**src/box_pkg.sv**
```systemverilog
`default_nettype none

package box_pkg;

    // pixel and window geometry
    localparam int PIX_W = 8;
    localparam int WIN = 5;

    // one column of five pixels needs 11 bits, 25 pixels need 13
    localparam int COLSUM_W = 11;
    localparam int SUM_W = 13;

    // vertical column from the line buffer
    // pix[0] is the oldest row, pix[WIN-1] the pixel just accepted
    typedef struct packed {
        logic                      valid;
        logic                      first;
        logic [WIN-1:0][PIX_W-1:0] pix;
    } col_t;

    // one complete 5x5 window
    typedef struct packed {
        logic             valid;
        logic [SUM_W-1:0] sum;
        logic [PIX_W-1:0] center;
    } win_t;

    // threshold configuration
    typedef struct packed {
        logic [SUM_W-1:0] offset;
        logic             invert;
    } cfg_t;

    typedef enum logic [0:0] {
        CFG_OFFSET = 1'b0,
        CFG_INVERT = 1'b1
    } cfg_addr_e;

endpackage

`default_nettype wire
```
**src/box_thresh_top.sv**
```systemverilog
`timescale 1ns/1ps
`default_nettype none

module box_thresh_top #(
    parameter int COLS = 8,
    parameter int ROWS = 6
) (
    input  wire logic                      clk,
    input  wire logic                      rst,
    input  wire logic                      i_pix_valid,
    input  wire logic [box_pkg::PIX_W-1:0] i_pix,
    input  wire logic                      i_cfg_we,
    input  wire box_pkg::cfg_addr_e        i_cfg_addr,
    input  wire logic [box_pkg::SUM_W-1:0] i_cfg_data,
    output logic                           o_valid,
    output logic                           o_bin,
    output logic [box_pkg::SUM_W-1:0]      o_sum,
    output logic [box_pkg::PIX_W-1:0]      o_center
);
    import box_pkg::*;

    col_t col;
    win_t win;
    cfg_t cfg;

    line_buffer #(.COLS(COLS), .ROWS(ROWS)) i_line_buffer (
        .clk         (clk),
        .rst         (rst),
        .i_pix_valid (i_pix_valid),
        .i_pix       (i_pix),
        .o_col       (col)
    );

    window_sum #(.COLS(COLS)) i_window_sum (
        .clk   (clk),
        .rst   (rst),
        .i_col (col),
        .o_win (win)
    );

    thresh_regs i_thresh_regs (
        .clk        (clk),
        .rst        (rst),
        .i_cfg_we   (i_cfg_we),
        .i_cfg_addr (i_cfg_addr),
        .i_cfg_data (i_cfg_data),
        .o_cfg      (cfg)
    );

    binarize i_binarize (
        .clk      (clk),
        .rst      (rst),
        .i_win    (win),
        .i_cfg    (cfg),
        .o_valid  (o_valid),
        .o_bin    (o_bin),
        .o_sum    (o_sum),
        .o_center (o_center)
    );

endmodule

`default_nettype wire

```
**src/binarize.sv**
```systemverilog
`timescale 1ns/1ps
`default_nettype none

module binarize (
    input  wire logic                      clk,
    input  wire logic                      rst,
    input  wire box_pkg::win_t             i_win,
    input  wire box_pkg::cfg_t             i_cfg,
    output logic                           o_valid,
    output logic                           o_bin,
    output logic [box_pkg::SUM_W-1:0]      o_sum,
    output logic [box_pkg::PIX_W-1:0]      o_center
);
    import box_pkg::*;

    // 25 * 255 fits in PIX_W + 5 bits
    localparam int SCL_W = PIX_W + 5;
    localparam int CMP_W = SUM_W + 1;

    logic [SCL_W-1:0] center_x25;
    logic [CMP_W-1:0] limit;
    logic             above;

    // 25c = 16c + 8c + c
    assign center_x25 = (SCL_W'(i_win.center) << 4) + (SCL_W'(i_win.center) << 3)
                        + SCL_W'(i_win.center);

    // one extra bit so sum plus offset cannot wrap
    assign limit = CMP_W'(i_win.sum) + CMP_W'(i_cfg.offset);
    assign above = CMP_W'(center_x25) > limit;

    always_ff @(posedge clk) begin
        if (rst) begin
            o_valid  <= 1'b0;
            o_bin    <= 1'b0;
            o_sum    <= '0;
            o_center <= '0;
        end else begin
            o_valid <= i_win.valid;
            if (i_win.valid) begin
                o_bin    <= above ^ i_cfg.invert;
                o_sum    <= i_win.sum;
                o_center <= i_win.center;
            end
        end
    end

endmodule

`default_nettype wire

```
**src/thresh_regs.sv**
```systemverilog
`timescale 1ns/1ps
`default_nettype none

module thresh_regs (
    input  wire logic                      clk,
    input  wire logic                      rst,
    input  wire logic                      i_cfg_we,
    input  wire box_pkg::cfg_addr_e        i_cfg_addr,
    input  wire logic [box_pkg::SUM_W-1:0] i_cfg_data,
    output box_pkg::cfg_t                  o_cfg
);
    import box_pkg::*;

    logic [SUM_W-1:0] offset_q;
    logic             invert_q;

    always_ff @(posedge clk) begin
        if (rst) begin
            offset_q <= '0;
            invert_q <= 1'b0;
        end else if (i_cfg_we) begin
            case (i_cfg_addr)
                CFG_OFFSET: begin
                    offset_q <= i_cfg_data;
                end
                CFG_INVERT: begin
                    // only the low data bit is kept
                    invert_q <= i_cfg_data[0];
                end
                default: begin
                end
            endcase
        end
    end

    assign o_cfg = '{offset: offset_q, invert: invert_q};

endmodule

`default_nettype wire

```
**src/window_sum.sv**
```systemverilog
`timescale 1ns/1ps
`default_nettype none

module window_sum #(
    parameter int COLS = 8
) (
    input  wire logic          clk,
    input  wire logic          rst,
    input  wire box_pkg::col_t i_col,
    output box_pkg::win_t      o_win
);
    import box_pkg::*;

    localparam int CW = $clog2(COLS);
    localparam int CTR = WIN / 2;

    // stage 1 registers
    logic                s1_valid;
    logic                s1_first;
    logic [COLSUM_W-1:0] s1_sum;
    logic [PIX_W-1:0]    s1_center;

    logic [COLSUM_W-1:0] col_add;

    // stage 2 state with the newest column in entry 0
    logic [COLSUM_W-1:0] hist_sum [WIN];
    logic [PIX_W-1:0]    hist_ctr [WIN];
    logic [SUM_W-1:0]    run_q;
    logic [CW-1:0]       cnt_q;
    logic                win_valid_q;

    logic [CW-1:0]    new_idx;
    logic [SUM_W-1:0] old_sum;

    // vertical sum of the five pixels
    always_comb begin
        col_add = '0;
        for (int r = 0; r < WIN; r++) begin
            col_add = col_add + COLSUM_W'(i_col.pix[r]);
        end
    end

    // column index of the column entering stage 2
    assign new_idx = s1_first ? '0 : cnt_q + 1'b1;

    // column leaving the window counts only once five are in
    assign old_sum = (int'(new_idx) >= WIN) ? SUM_W'(hist_sum[WIN - 1]) : '0;

    always_ff @(posedge clk) begin
        if (rst) begin
            s1_valid    <= 1'b0;
            win_valid_q <= 1'b0;
            cnt_q       <= '0;
        end else begin
            s1_valid    <= i_col.valid;
            win_valid_q <= s1_valid && (int'(new_idx) >= WIN - 1);
            if (s1_valid) begin
                cnt_q <= new_idx;
            end
        end
    end

    always_ff @(posedge clk) begin
        if (i_col.valid) begin
            s1_sum    <= col_add;
            s1_center <= i_col.pix[CTR];
            s1_first  <= i_col.first;
        end

        if (s1_valid) begin
            hist_sum[0] <= s1_sum;
            hist_ctr[0] <= s1_center;
            for (int k = 1; k < WIN; k++) begin
                hist_sum[k] <= hist_sum[k - 1];
                hist_ctr[k] <= hist_ctr[k - 1];
            end

            // first column of a row restarts the running sum
            if (s1_first) begin
                run_q <= SUM_W'(s1_sum);
            end else begin
                run_q <= run_q + SUM_W'(s1_sum) - old_sum;
            end
        end
    end

    // centre column sits two entries behind the newest one
    assign o_win = '{valid: win_valid_q, sum: run_q, center: hist_ctr[CTR]};

endmodule

`default_nettype wire

```
**src/line_buffer.sv**
```systemverilog
`timescale 1ns/1ps
`default_nettype none

module line_buffer #(
    parameter int COLS = 8,
    parameter int ROWS = 6
) (
    input  wire logic                      clk,
    input  wire logic                      rst,
    input  wire logic                      i_pix_valid,
    input  wire logic [box_pkg::PIX_W-1:0] i_pix,
    output box_pkg::col_t                  o_col
);
    import box_pkg::*;

    localparam int CW = $clog2(COLS);
    localparam int RW = $clog2(ROWS);
    localparam int NBUF = WIN - 1;

    // rows_q[0] holds the oldest stored row
    logic [PIX_W-1:0] rows_q [NBUF][COLS];

    logic [CW-1:0] col_cnt;
    logic [RW-1:0] row_cnt;

    logic                      valid_q;
    logic                      first_q;
    logic [WIN-1:0][PIX_W-1:0] pix_q;

    // raster position of the incoming pixel
    always_ff @(posedge clk) begin
        if (rst) begin
            col_cnt <= '0;
            row_cnt <= '0;
            valid_q <= 1'b0;
        end else begin
            // a full column only exists once four rows are stored
            valid_q <= i_pix_valid && (int'(row_cnt) >= NBUF);
            if (i_pix_valid) begin
                if (col_cnt == CW'(COLS - 1)) begin
                    col_cnt <= '0;
                    row_cnt <= (row_cnt == RW'(ROWS - 1)) ? '0 : row_cnt + 1'b1;
                end else begin
                    col_cnt <= col_cnt + 1'b1;
                end
            end
        end
    end

    // shift the column up one row and capture it for the output
    always_ff @(posedge clk) begin
        if (i_pix_valid) begin
            for (int k = 0; k < NBUF - 1; k++) begin
                rows_q[k][col_cnt] <= rows_q[k + 1][col_cnt];
            end
            rows_q[NBUF - 1][col_cnt] <= i_pix;

            for (int k = 0; k < NBUF; k++) begin
                pix_q[k] <= rows_q[k][col_cnt];
            end
            pix_q[WIN - 1] <= i_pix;
            first_q <= (col_cnt == '0);
        end
    end

    assign o_col = '{valid: valid_q, first: first_q, pix: pix_q};

endmodule

`default_nettype wire

```
**config.mk**
```make
export PLATFORM = sky130hd
export DESIGN_NAME = box_thresh_top
export DESIGN_NICKNAME = d
export VERILOG_FILES = /design/src/box_pkg.sv /design/src/box_thresh_top.sv /design/src/binarize.sv /design/src/thresh_regs.sv /design/src/window_sum.sv /design/src/line_buffer.sv
export SDC_FILE = /design/constraint.sdc
export NUM_CORES = 1
export LEC_CHECK = 0
export ABC_AREA = 1
export BUFFER_PORTS_ARGS = -buffer_cell sky130_fd_sc_hd__buf_2
export CORE_MARGIN = 5
export CORE_UTILIZATION = 68
export DETAILED_ROUTE_END_ITERATION = 10
export PLACE_DENSITY = 0.92
export SETUP_SLACK_MARGIN = 0.15
export SLEW_MARGIN = 20
export SYNTH_ARGS = -nofsm -noshare
export SYNTH_HDL_FRONTEND = slang
export SYNTH_HIERARCHICAL = 1
export SYNTH_SLANG_ARGS = --single-unit
```
**constraint.sdc**
```tcl
create_clock -name clk -period 5.7 [get_ports clk]
set_input_delay 0.285 -clock clk [delete_from_list [all_inputs] [get_ports clk]]
set_output_delay 0.285 -clock clk [all_outputs]
set_load 0.01 [all_outputs]
```
; ---- Yosys cells after proc, flatten, opt, wreduce, memory -nomap -nowiden
; Memory sizes are Yosys's and may differ from the RTL's.
; Index checks and enable logic that the tools add are counted.
[totals]
register_bits = 123
mem_bits_rw = 351
input_bits = 26
output_inout_bits = 23
word_cells = 79
memories = 3
[mem_list]
columns = name, words, width, read_ports, rd_ports_with_merged_regs, write_ports, line
row1 = i_line_buffer.rows_q, 4, 64, 4, 0, 4, line_buffer.sv:21  ; logic [PIX_W-1:0] rows_q [NBUF][COLS];
row2 = i_window_sum.hist_sum, 5, 11, 5, 0, 5, window_sum.sv:26  ; logic [COLSUM_W-1:0] hist_sum [WIN];
row3 = i_window_sum.hist_ctr, 5, 8, 4, 0, 5, window_sum.sv:27  ; logic [PIX_W-1:0] hist_ctr [WIN];
[classes]
addsub = 12
magnitude_cmp = 6
n_eq_ne = 2
mux = 23
n_bitwise = 3
n_reduce_logical = 7
[op_table]
columns = cell, n
row1 = $bmux 8 s3, 4
row2 = $mux 8, 9
row3 = $mux 64, 1
row4 = $add 11x8->11, 3
row5 = $demux 8 s3, 1
row6 = $mux 11, 2
row7 = $add 13x13->14, 1
row8 = $gt 13x14->1, 1
row9 = $add 12x11->13, 1
row10 = $add 13x11->13, 1
row11 = $add 13x8->13, 1
row12 = $sub 13x11->13, 1
row13 = $add 3x1->3 const B, 3
row14 = $add 8x8->9, 1
row15 = $ge 3x3->1 const B, 3
row16 = $mux 3, 3
row17 = $eq 3x3->1 const B, 2
row18 = $reduce_and 2->1, 3
row19 = $ge 4x4->1 const B, 1
row20 = $lt 4x1->1 const B, 1
row21 = $not 3->4, 1
row22 = $logic_and 1x1->1, 3
row23 = $logic_not 3->1, 1
row24 = $mux 1, 3
row25 = other kinds (2), 2

; ---- Depth between registers and ports, before layout
; Gate-level depths: netlist of run 1.
[logic_depth]
depth_word = 6
depth_mapped = 21
depth_no_buf = 21

; ---- Modules after synthesis
; Netlist of run 1, hierarchy kept.
[by_module_without_submodules]
columns = mod, n_inst, cells_per_inst, area_each_um2, seq_area_each_um2
row1 = line_buffer, 1, 1134, 12356.9, 9058.7
row2 = window_sum, 1, 513, 5949.5, 3463.3
row3 = binarize, 1, 296, 2170.8, 460.4
row4 = thresh_regs, 1, 93, 630.6, 280.3

; ---- Worst setup path before layout of run 1
; No wires, ideal clock.
[synth_path]
kind = register to register
startpoint = reg i_line_buffer.col_cnt[0]
endpoint = mem i_line_buffer/rows_q[0][56] (netlist name) (enable)
setup_ps = 461
arrival_time_ps = 3054
required_ps = 5239
slack_ps = 2185
stages_incl_launch_ff = 6
path_buffers = 2
synth_period_minus_slack_ps = 3515
cell_sequence = dfxtp_1 inv_2 buf_2 buf_2 nand2_1 nor3_1
[synth_lines]
columns = item, line
row1 = start: declaration, line_buffer.sv:23  ; logic [CW-1:0] col_cnt;
row2 = start signal: assignment, line_buffer.sv:44  ; col_cnt <= col_cnt + 1'b1;
row3 = end: declaration, line_buffer.sv:21

; ---- Final worst setup path of run 1
[layout_path]
startpoint = reg i_window_sum.s1_first
endpoint = reg i_window_sum.run_q[5] (data pin)
[layout_between]
elab_chain_len = 5
[layout_lines]
columns = item, line
row1 = start: declaration, window_sum.sv:19  ; logic s1_first;
row2 = start signal: assignment, window_sum.sv:67  ; s1_first <= i_col.first;
row3 = $mux 3, window_sum.sv:44  ; assign new_idx = s1_first ? '0 : cnt_q + 1'b1;
row4 = $ge 3x3->1, window_sum.sv:47  ; assign old_sum = (int'(new_idx) >= WIN) ? SUM_W'(hist_sum[WIN - 1]) : '0;
row5 = $mux 11, window_sum.sv:47
row6 = $sub 13x11->13, window_sum.sv:82  ; run_q <= run_q + SUM_W'(s1_sum) - old_sum;
row7 = $mux 11 (*), window_sum.sv:79  ; if (s1_first) begin
row8 = end signal: assignment, window_sum.sv:80  ; run_q <= SUM_W'(s1_sum);
row9 = end signal: assignment, window_sum.sv:82
row10 = end: declaration, window_sum.sv:28  ; logic [SUM_W-1:0] run_q;
; Mark *: on every way between the ends. The rest lies on a longest branch, timed or not.
; A chain may end at the register's enable or synchronous reset.

==> results of run 1 <==
-- worst max-delay path, stage by stage (launching register included) --
cell and delay [ns]:
edfxtp_1 0.51, inv_1 0.53, nand2_1 0.17, nand2_1 0.10
nand2_1 0.30, nor2_1 0.31, fa_1 0.50, inv_1 0.10
ha_1 0.24, nand2_1 0.15, inv_1 0.10, nand2_1 0.08
nand2_1 0.09, nand2_1 0.08, nand3_1 0.09, o21ai_0 0.12
-- logic make-up after synthesis --
group,count (synthesis),share of synthesized area [%]
AND/OR/NAND/NOR,918,17.4
flip-flops,458,62.8
buffers and inverters,433,8.44
adder cells (fa/ha/maj),107,7.77
AO/OA/AOI/OAI,95,2.57
XOR/XNOR,25,1.04
-- power breakdown --
part / total, mW / switching (mW) / leakage (nW) / internal [mW]
clock network: 2.84 / 1.24 / 0.686 / 1.60
logic: 1.23 / 0.812 / 5.40 / 0.418
registers: 3.93 / 0.0575 / 4.15 / 3.87
total: 8.00 / 2.11 / 10.2 / 5.89
-- cell type report --
class                           count  share of cell area [%]
Clock inverter                     22                   0.981
Multi-Input combinational cell   1145                    26.5
Timing Repair Buffer               69                    1.91
Clock buffer                       57                    5.07
Tap cell                          396                    2.15
Inverter                          362                    5.89
Sequential cell                   458                    57.5
-- registers in the layout (all words and copies together), names as in the netlist, 3 cells and up --
| signal | count |
|---|---|
| i_binarize/o_center | 8 |
| i_binarize/o_sum | 13 |
| i_line_buffer/col_cnt | 3 |
| i_line_buffer/o_col | 40 |
| i_line_buffer/row_cnt | 3 |
| i_line_buffer/rows_q | 256 |
| i_thresh_regs/offset_q | 13 |
| i_window_sum/cnt_q | 3 |
| i_window_sum/hist_ctr | 24 |
| i_window_sum/hist_sum | 55 |
| i_window_sum/run_q | 13 |
| i_window_sum/s1_center | 8 |
| i_window_sum/s1_sum | 11 |
-- cell usage after synthesis, drive strengths merged --
cell	number	share of area [%]
xor2	19	0.79
nand3b	2	0.071
o22ai	2	0.059
edfxtp	409	58
o31ai	1	0.036
clkbuf	9	0.21
nand2	709	13
o211ai	2	0.071
a21o	4	0.15
xnor2	6	0.25
clkinv	2	0.036
nand3	106	2.6
o21a	2	0.071
a31oi	3	0.089
buf	62	1.8
o21ai	17	0.44
dfxtp	49	4.6
nor2	86	1.6
o21bai	2	0.071
inv	360	6.4
ha	67	4.0
nand4	7	0.21
a21oi	57	1.4
a211oi	5	0.18
nor3	5	0.14
nor4	2	0.089
fa	40	3.8
and3	1	0.030
-- repair_timing --
item | 4_1_cts | 5_1_grt
hold buffers | 4 | 0
endpoints found under the hold margin | 29 | 0
resized for setup | 0 | 0
-- routing by layer --
| metal | up-vias | GRT usage [%] | wire [um] |
|---|---|---|---|
| met5 | - | 0 | 0 |
| met4 | 0 | 12.9 | 2160 |
| met3 | 205 | 4.94 | 4740 |
| met2 | 939 | 48.6 | 24000 |
| met1 | 6815 | 33.2 | 16600 |
| li1 | 6557 | - | - |
-- path summary, 6_finish.rpt --
check                                                  start  slack (ns)  cells after the start                      endpoint
worst max register to register         i_window_sum/s1_first        1.91                     15         i_window_sum/run_q[5]
worst min-delay path                                i_pix[1]        0.02                      1       i_line_buffer/o_col[33]
worst min register to register  i_window_sum/hist_ctr[0][13]        0.41                      0  i_window_sum/hist_ctr[0][21]
worst max-delay path                   i_window_sum/s1_first        1.91                     15         i_window_sum/run_q[5]
-- layout by cell type (no fill, tap or decap), types with 15 or more instances in the layout --
cell,Yosys,routed
a21oi_1,54,54
xor2_1,19,19
inv_1,356,356
buf_4,16,15
nand3_1,103,103
ha_1,67,67
dfxtp_1,49,46
buf_2,39,48
clkbuf_16,0,45
nand2_1,709,709
edfxtp_1,409,409
nor2_1,82,76
fa_1,40,40
==> run_results.csv, run 1 <==
group,metric,value,unit
clock_tree,cts_buffer_depth,3,
sta,finalClockSkew,0.0379,ns
global_routing,grt-ovfl-total,0,
place,dp_slack,2.20,ns
cells_and_area,seq_area,13300,um^2
cells_and_area,layoutNonFillerInstCount,2509,
global_routing,antenna_found_initial,0,
status,status,"finished, final reports clean",
clock_tree,cts-htree-levels,2,
clock_tree,clkSinkCount,458,
pwr,p_total,8.00,mW
setup_path,arrival,4.05,ns
cells_and_area,fin_util,75.5,%
clock_tree,cts-root-buf,"clkbuf_16",
die,fp.dieH,186,um
drt,routedWlPerCell,19.0,um
setup_path,worstSetupStartpointType,"register",
clock_tree,clock_latency,0.57,ns
drt,antenna_left,0,
logic_synthesis,yosys.cell_types.count,42,
sta,fin_crit_sh,66.5,%
clock_tree,cts_buffers,45,
clock_tree,cts_tree,"built",
sta,holdWs,0.0227,ns
drt,wirelength,47.6,mm
logic_synthesis,ys_ff_latch,458,
logic_synthesis,yosys_warnings,6,
pwr,p_per_area,347,nW/um^2
cells_and_area,nNetsFinal,2214,
sta,clock.fmax,264,MHz
die,initial_utilization,69.0,%
cells_and_area,fillers,1753,
sta,grt_setup_unrepaired,"no",
job,cap_violations,0,
pwr,vdd_drop_max,0.317,mV
sta,worst_pin_slew,1.03,ns
logic_synthesis,synthCells,2036,
cells_and_area,multiInputGateArea,6120,um^2
cells_and_area,antenna_cells,0,
global_routing,grt_max_degree,103,
logic_synthesis,postSynthAreaPerCell,10.4,um^2
setup_path,end_kind,"register",
place,hpwlAfterDp,27.6,mm
die,io_pins,49,
drt,dr_total_vias,14500,
logic_synthesis,synth_nets,2169,
sta,hold_viol_final,0,
min_path,min_path_type,"primary input to register",
global_routing,grt_pass1_vias,14500,
logic_synthesis,synth-seq-area-share,62.8,%
place,placed_cell_area,21600,um^2
sta,setup_slack,1.91,ns
cells_and_area,drive_gt1_share,7.43,%
logic_synthesis,syn_area,21100,um^2
drt,drc,0,
pwr,p_leak,10.2,nW
sta,finalCriticalPeriod,3.79,ns
sta,maxSlewHeadroom,31.2,%
place,gp_congestion,0.895,
die,dieArea,34700,um^2
sta,tns,0,ns
drt,dr.pass1.iters,6,
setup_path,worstSetupPathType,"register to register",
sta,maxSlewViolCount,0,
cells_and_area,area_growth,9.36,%
setup_path,crit_fanout,20,
global_routing,track_usage,27.5,%
drt,drt_iter0_drc,1758,
die,num_rows,64,
drt,viasPerCell,5.79,
place,placed_cells,2426,
global_routing,grt_pass1_wl,73.9,mm
sta,setup_violations,0,
die,coreArea,30600,um^2
die,die_x,186,um
cells_and_area,final_area,23100,um^2
clock_tree,path_clk_slew,0.07,ns
setup_path,required,5.96,ns
clock_tree,cts_setup_buffers,0,
place,io_buffers,48,
Power figures use the tool's default switching activity.
==> run 2, diff against run 1 <==
Settings changed: CORE_UTILIZATION 68 to 63, PLACE_DENSITY 0.92 to 0.86.
Clock period 5.7 ns to 3.96 ns, I/O delays scaled along.
==> run_results.csv, run 2 (same netlist as run 1, synthesis figures left out) <==
group,metric,value,unit
drt,antenna_left,0,
setup_path,max_stage_delay,0.55,ns
min_path,min_path_type,"primary input to register",
cells_and_area,seq_area,13300,um^2
place,placed_cell_area,21700,um^2
clock_tree,cts_buffer_depth,3,
global_routing,grt_pass1_vias,14300,
sta,finalCriticalPeriod,3.46,ns
cells_and_area,area_growth,10.6,%
cells_and_area,top_register,"i_line_buffer/rows_q",
pwr,internal_power,8.48,mW
sta,maxSlewHeadroom,30.3,%
global_routing,antenna_found_initial,0,
sta,fin_crit_sh,87.5,%
die,dieArea,37300,um^2
clock_tree,path_clk_slew,0.06,ns
global_routing,grt-ovfl-total,0,
sta,finalClockSkew,0.0214,ns
drt,drc,0,
clock_tree,cts-htree-levels,2,
global_routing,grt_pass1_wl,72.2,mm
min_path,whs_endpoint,"i_thresh_regs/offset_q[5]",
setup_path,crit_family,"adder cells",
sta,maxSlewViolCount,0,
cells_and_area,antenna_cells,0,
setup_path,required,4.27,ns
cells_and_area,largest_register_ffs,256,
setup_path,regToRegEndpoint,"i_window_sum/s1_sum[9]",
place,gp_congestion,0.912,
drt,routedWlPerCell,17.7,um
cells_and_area,final_area,23300,um^2
pwr,switching_share,26.4,%
clock_tree,cts_tree,"built",
cells_and_area,multiInputGateArea,6120,um^2
global_routing,grt-busiest-layer,"met2",
sta,clock.fmax,289,MHz
cells_and_area,fillers,2175,
cells_and_area,drive_gt1_share,7.62,%
drt,drt_iter0_drc,1457,
sta,tns,0,ns
clock_tree,cts-root-buf,"clkbuf_16",
die,io_pins,49,
min_path,hp-start,"i_cfg_data[5]",
status,status,"finished, final reports clean",
die,num_rows,67,
pwr,p_leak,10.3,nW
setup_path,reg2regPathDepth,14,
clock_tree,cts_buffers,45,
global_routing,grtUsageMet2,45.5,%
cells_and_area,final_cell_mix,"709 x nand2_1, 409 x edfxtp_1, 356 x inv_1",
pwr,pwr-share-clk,35.3,%
sta,hold_viol_final,0,
die,die_x,193,um
pwr,p_switching,3.04,mW
global_routing,grt.met1_usage,29.9,%
setup_path,worstReg2RegStart,"i_line_buffer/o_col[17]",
clock_tree,clkSinkCount,458,
setup_path,worstSetupPathType,"register to register",
sta,grt_setup_unrepaired,"no",
clock_tree,clock_latency,0.57,ns
global_routing,track_usage,25.0,%
global_routing,gr-usage-met3,3.66,%
place,hpwlAfterDp,27.3,mm
die,fp.dieH,193,um
place,io_buffers,48,
pwr,p_per_area,494,nW/um^2
cells_and_area,final_common_cell,"nand2_1",
sta,worst_pin_slew,1.05,ns
min_path,hold_depth,5,
global_routing,grt_max_degree,95,
pwr,combPwrFrac,15.7,%
drt,dr.pass1.iters,5,
setup_path,crit_fanout,2,
setup_path,worstSetupStartpointType,"register",
drt,viasPerCell,5.48,
drt,wirelength,45.9,mm
setup_path,slowest_stage,"fa_1",
setup_path,cp.buffers_inverters,4,
die,initial_utilization,63.4,%
setup_path,reg2reg_slack,0.50,ns
job,cap_violations,0,
cells_and_area,nNetsFinal,2238,
pwr,vdd_drop_max,0.619,mV
die,coreArea,33300,um^2
sta,setup_violations,0,
setup_path,end_kind,"register",
pwr,seq_power_share,49.0,%
setup_path,path_cells,"inv_1 > fa_1 > fa_1 > fa_1 > inv_1 > ha_1 > inv_1 > fa_1 > inv_1 > nand3_1 > nand2_1 > nand4_1 > nand2_1 > xor2_1",
setup_path,arrival,3.77,ns
drt,dr_total_vias,14200,
run 2: changes by cell type in the layout (fill, tap and decap cells not counted), sizes merged:
| cell | before | now |
|---|---|---|
| dlygate4sd3 | 4 | 22 |
| clkbuf | 57 | 50 |
| buf | 65 | 71 |
| clkinvlp | 0 | 4 |
| clkinv | 20 | 23 |
| inv | 361 | 362 |
run 2: timing repair:
action                     in CTS  in global routing
buffers inserted                0                  0
hold endpoints to repair       84                  0
resized for setup               0                  1
hold buffers                   22                  0
setup endpoints to repair       0                  1
run 2: layout make-up:
class | count | share of cell area [%]
clock inverters | 30 | 1.08
inverters | 362 | 5.83
repair buffers | 93 | 2.71
multi-input cells | 1145 | 26.2
well taps | 448 | 2.40
clock buffers | 50 | 4.90
flip-flops and latches | 458 | 56.9
run 2: worst reg2reg max path: cells and delay by family (launching register included):
| kind | cells | cell delay [ns] |
|---|---|---|
| and+or+nand+nor | 4 | 0.40 |
| adders and majority gates | 5 | 1.99 |
| xor gates and xnor gates | 1 | 0.06 |
| DFF | 1 | 0.41 |
| buffers and inverters | 4 | 0.37 |
run 2: power by group through the flow:
stage	Sequential, mW	Clock (mW)	Combinational, mW
2_1_floorplan	5.71	0	1.24
3_3_place_gp	5.73	0	1.53
3_5_place_dp	5.74	0	1.70
4_1_cts	5.64	4.13	1.76
5_1_grt	5.65	4.35	1.99
6_report	5.65	4.07	1.81
run 2: layer usage:
| layer | share of wire, % | vias to the layer above |
|---|---|---|
| li1 | - | 6600 |
| met1 | 36 | 6686 |
| met2 | 52 | 738 |
| met3 | 8.4 | 151 |
| met4 | 3.7 | 0 |
| met5 | 0 | - |
run 2: through the flow:
step	utilization, %	setup WS [ns]	instances	power [mW]	hold slack, ns
2_1_floorplan	-	0.445	2036	6.96	0.267
3_3_place_gp	65.3	0.691	2484	7.27	0.401
3_5_place_dp	65.3	0.564	2484	7.44	0.405
4_1_cts	70.1	0.518	2586	11.5	0.00554
5_1_grt	70.1	0.255	2586	12.0	0.0472
6_report	70.1	0.497	2586	11.5	0.0371
run 2: worst max path at each step:
stage / from / endpoint / slack (ns) / cells after the start
2_1_floorplan: i_line_buffer/col_cnt[0] / i_line_buffer/rows_q[0][56] / 0.44 / 5
3_3_place_gp: i_window_sum/hist_ctr[0][17] / i_binarize/o_bin / 0.69 / 17
3_5_place_dp: i_window_sum/hist_ctr[0][17] / i_binarize/o_bin / 0.56 / 17
4_1_cts: i_line_buffer/o_col[17] / i_window_sum/s1_sum[9] / 0.52 / 14
5_1_grt: i_window_sum/hist_ctr[0][17] / i_binarize/o_bin / 0.26 / 17
6_report: i_line_buffer/o_col[17] / i_window_sum/s1_sum[9] / 0.50 / 14
==> run 3, diff against run 2 <==
Settings changed: CORE_UTILIZATION 63 to 68, PLACE_DENSITY 0.86 to 0.92.
Clock period 3.96 ns to 4.05 ns, I/O delays scaled along.
==> run_results.csv, run 3 (same netlist as run 1, synthesis figures left out) <==
group,metric,value,unit
sta,finalCriticalPeriod,3.53,ns
cells_and_area,final_area,23100,um^2
setup_path,cp.buffers_inverters,4,
die,die_x,186,um
setup_path,required,4.34,ns
sta,finalClockSkew,0.0246,ns
sta,maxSlewHeadroom,30.5,%
min_path,min_path_type,"primary input to register",
die,initial_utilization,69.0,%
drt,wirelength,48.2,mm
clock_tree,cts-htree-levels,2,
clock_tree,cts_tree,"built",
die,io_pins,49,
drt,dr_total_vias,14500,
global_routing,grt_max_degree,97,
setup_path,arrival,3.83,ns
setup_path,end_kind,"register",
setup_path,max_stage_delay,0.54,ns
global_routing,antenna_found_initial,0,
global_routing,grt_pass1_wl,75.8,mm
job,cap_violations,0,
drt,antenna_left,0,
place,placed_cell_area,21600,um^2
status,status,"finished, final reports clean",
cells_and_area,nNetsFinal,2230,
global_routing,grt-ovfl-total,0,
setup_path,worstSetupStartpointType,"register",
clock_tree,path_clk_slew,0.07,ns
drt,dr.pass1.iters,6,
drt,routedWlPerCell,19.1,um
cells_and_area,drive_gt1_share,7.16,%
clock_tree,clock_latency,0.57,ns
die,num_rows,64,
cells_and_area,final_cell_mix,"709 x nand2_1, 409 x edfxtp_1, 356 x inv_1",
clock_tree,cts_buffer_depth,3,
clock_tree,clkSinkCount,458,
global_routing,grt_pass1_vias,14900,
cells_and_area,antenna_cells,0,
cells_and_area,largest_register_ffs,256,
pwr,p_leak,10.2,nW
setup_path,crit_fanout,2,
sta,maxSlewViolCount,0,
place,io_buffers,48,
cells_and_area,area_growth,9.61,%
place,hpwlAfterDp,27.9,mm
sta,grt_setup_unrepaired,"no",
setup_path,slowest_stage,"fa_1",
place,gp_congestion,0.860,
sta,clock.fmax,283,MHz
clock_tree,cts-root-buf,"clkbuf_16",
setup_path,worstSetupPathType,"register to register",
global_routing,track_usage,28.1,%
drt,drt_iter0_drc,1599,
sta,worst_pin_slew,1.04,ns
sta,tns,0,ns
drt,drc,0,
sta,hold_viol_final,0,
die,fp.dieH,186,um
pwr,p_per_area,478,nW/um^2
die,dieArea,34700,um^2
sta,holdWs,0.0239,ns
sta,fin_crit_sh,87.3,%
setup_path,crit_family,"adder cells",
cells_and_area,final_common_cell,"nand2_1",
clock_tree,cts_buffers,44,
die,coreArea,30600,um^2
drt,viasPerCell,5.74,
setup_path,path_cells,"inv_1 > fa_1 > fa_1 > fa_1 > inv_1 > ha_1 > inv_1 > fa_1 > inv_1 > nand3_1 > nand2_1 > nand4_1 > nand2_1 > xor2_1",
pwr,vdd_drop_max,0.445,mV
sta,setup_violations,0,
cells_and_area,top_register,"i_line_buffer/rows_q",
## run 3: timing repair
action,4_1_cts,5_1_grt
buffers inserted,0,0
endpoints found under the hold margin,80,0
hold buffers,18,0
resized for setup,0,0
## run 3: routing by layer
layer  part of all wire [%]  track usage, %
met2                     52            50.8
met4                    4.5            12.5
met3                    9.2            4.67
met1                     34            33.1
met5                      0               0
## run 3: area by class of cell
class / count / area (um^2)
repair buffers: 86 / 583
clock buffers: 52 / 1150
flip-flops and latches: 458 / 13300
inverters: 362 / 1360
multi-input cells: 1145 / 6120
clock inverters: 20 / 156
fillers: 1753 / 7450
well taps: 396 / 495
## run 3: per-stage QoR
stage	total power [mW]	utilization [%]	cells	setup WS, ns
3_3_place_gp	7.10	70.8	2429	0.774
6_report	11.1	75.6	2519	0.516
4_1_cts	11.0	75.6	2519	0.572
3_5_place_dp	7.28	70.8	2429	0.672
5_1_grt	11.5	75.6	2519	0.398
2_1_floorplan	6.80	-	2036	0.535
## run 3: worst paths after layout
check,start,depth (start not counted),slack (ns),endpoint
max,i_line_buffer/o_col[17],14,0.52,i_window_sum/s1_sum[9]
min,i_cfg_data[10],5,0.02,i_thresh_regs/offset_q[10]
min reg2reg,i_window_sum/hist_sum[0][9],0,0.42,i_window_sum/hist_sum[0][20]
max reg2reg,i_line_buffer/o_col[17],14,0.52,i_window_sum/s1_sum[9]
## run 3: power by group
part	switching (mW)	total [mW]	internal, mW
sequential	0.0799	5.53	5.45
combinational	1.21	1.80	0.598
clock	1.69	3.72	2.04
## run 3: worst min-delay path, delay by kind of cell
kind | cells | cell delay (ns)
AND/OR/NAND/NOR | 3 | 0.21
buffers and inverters | 2 | 0.11
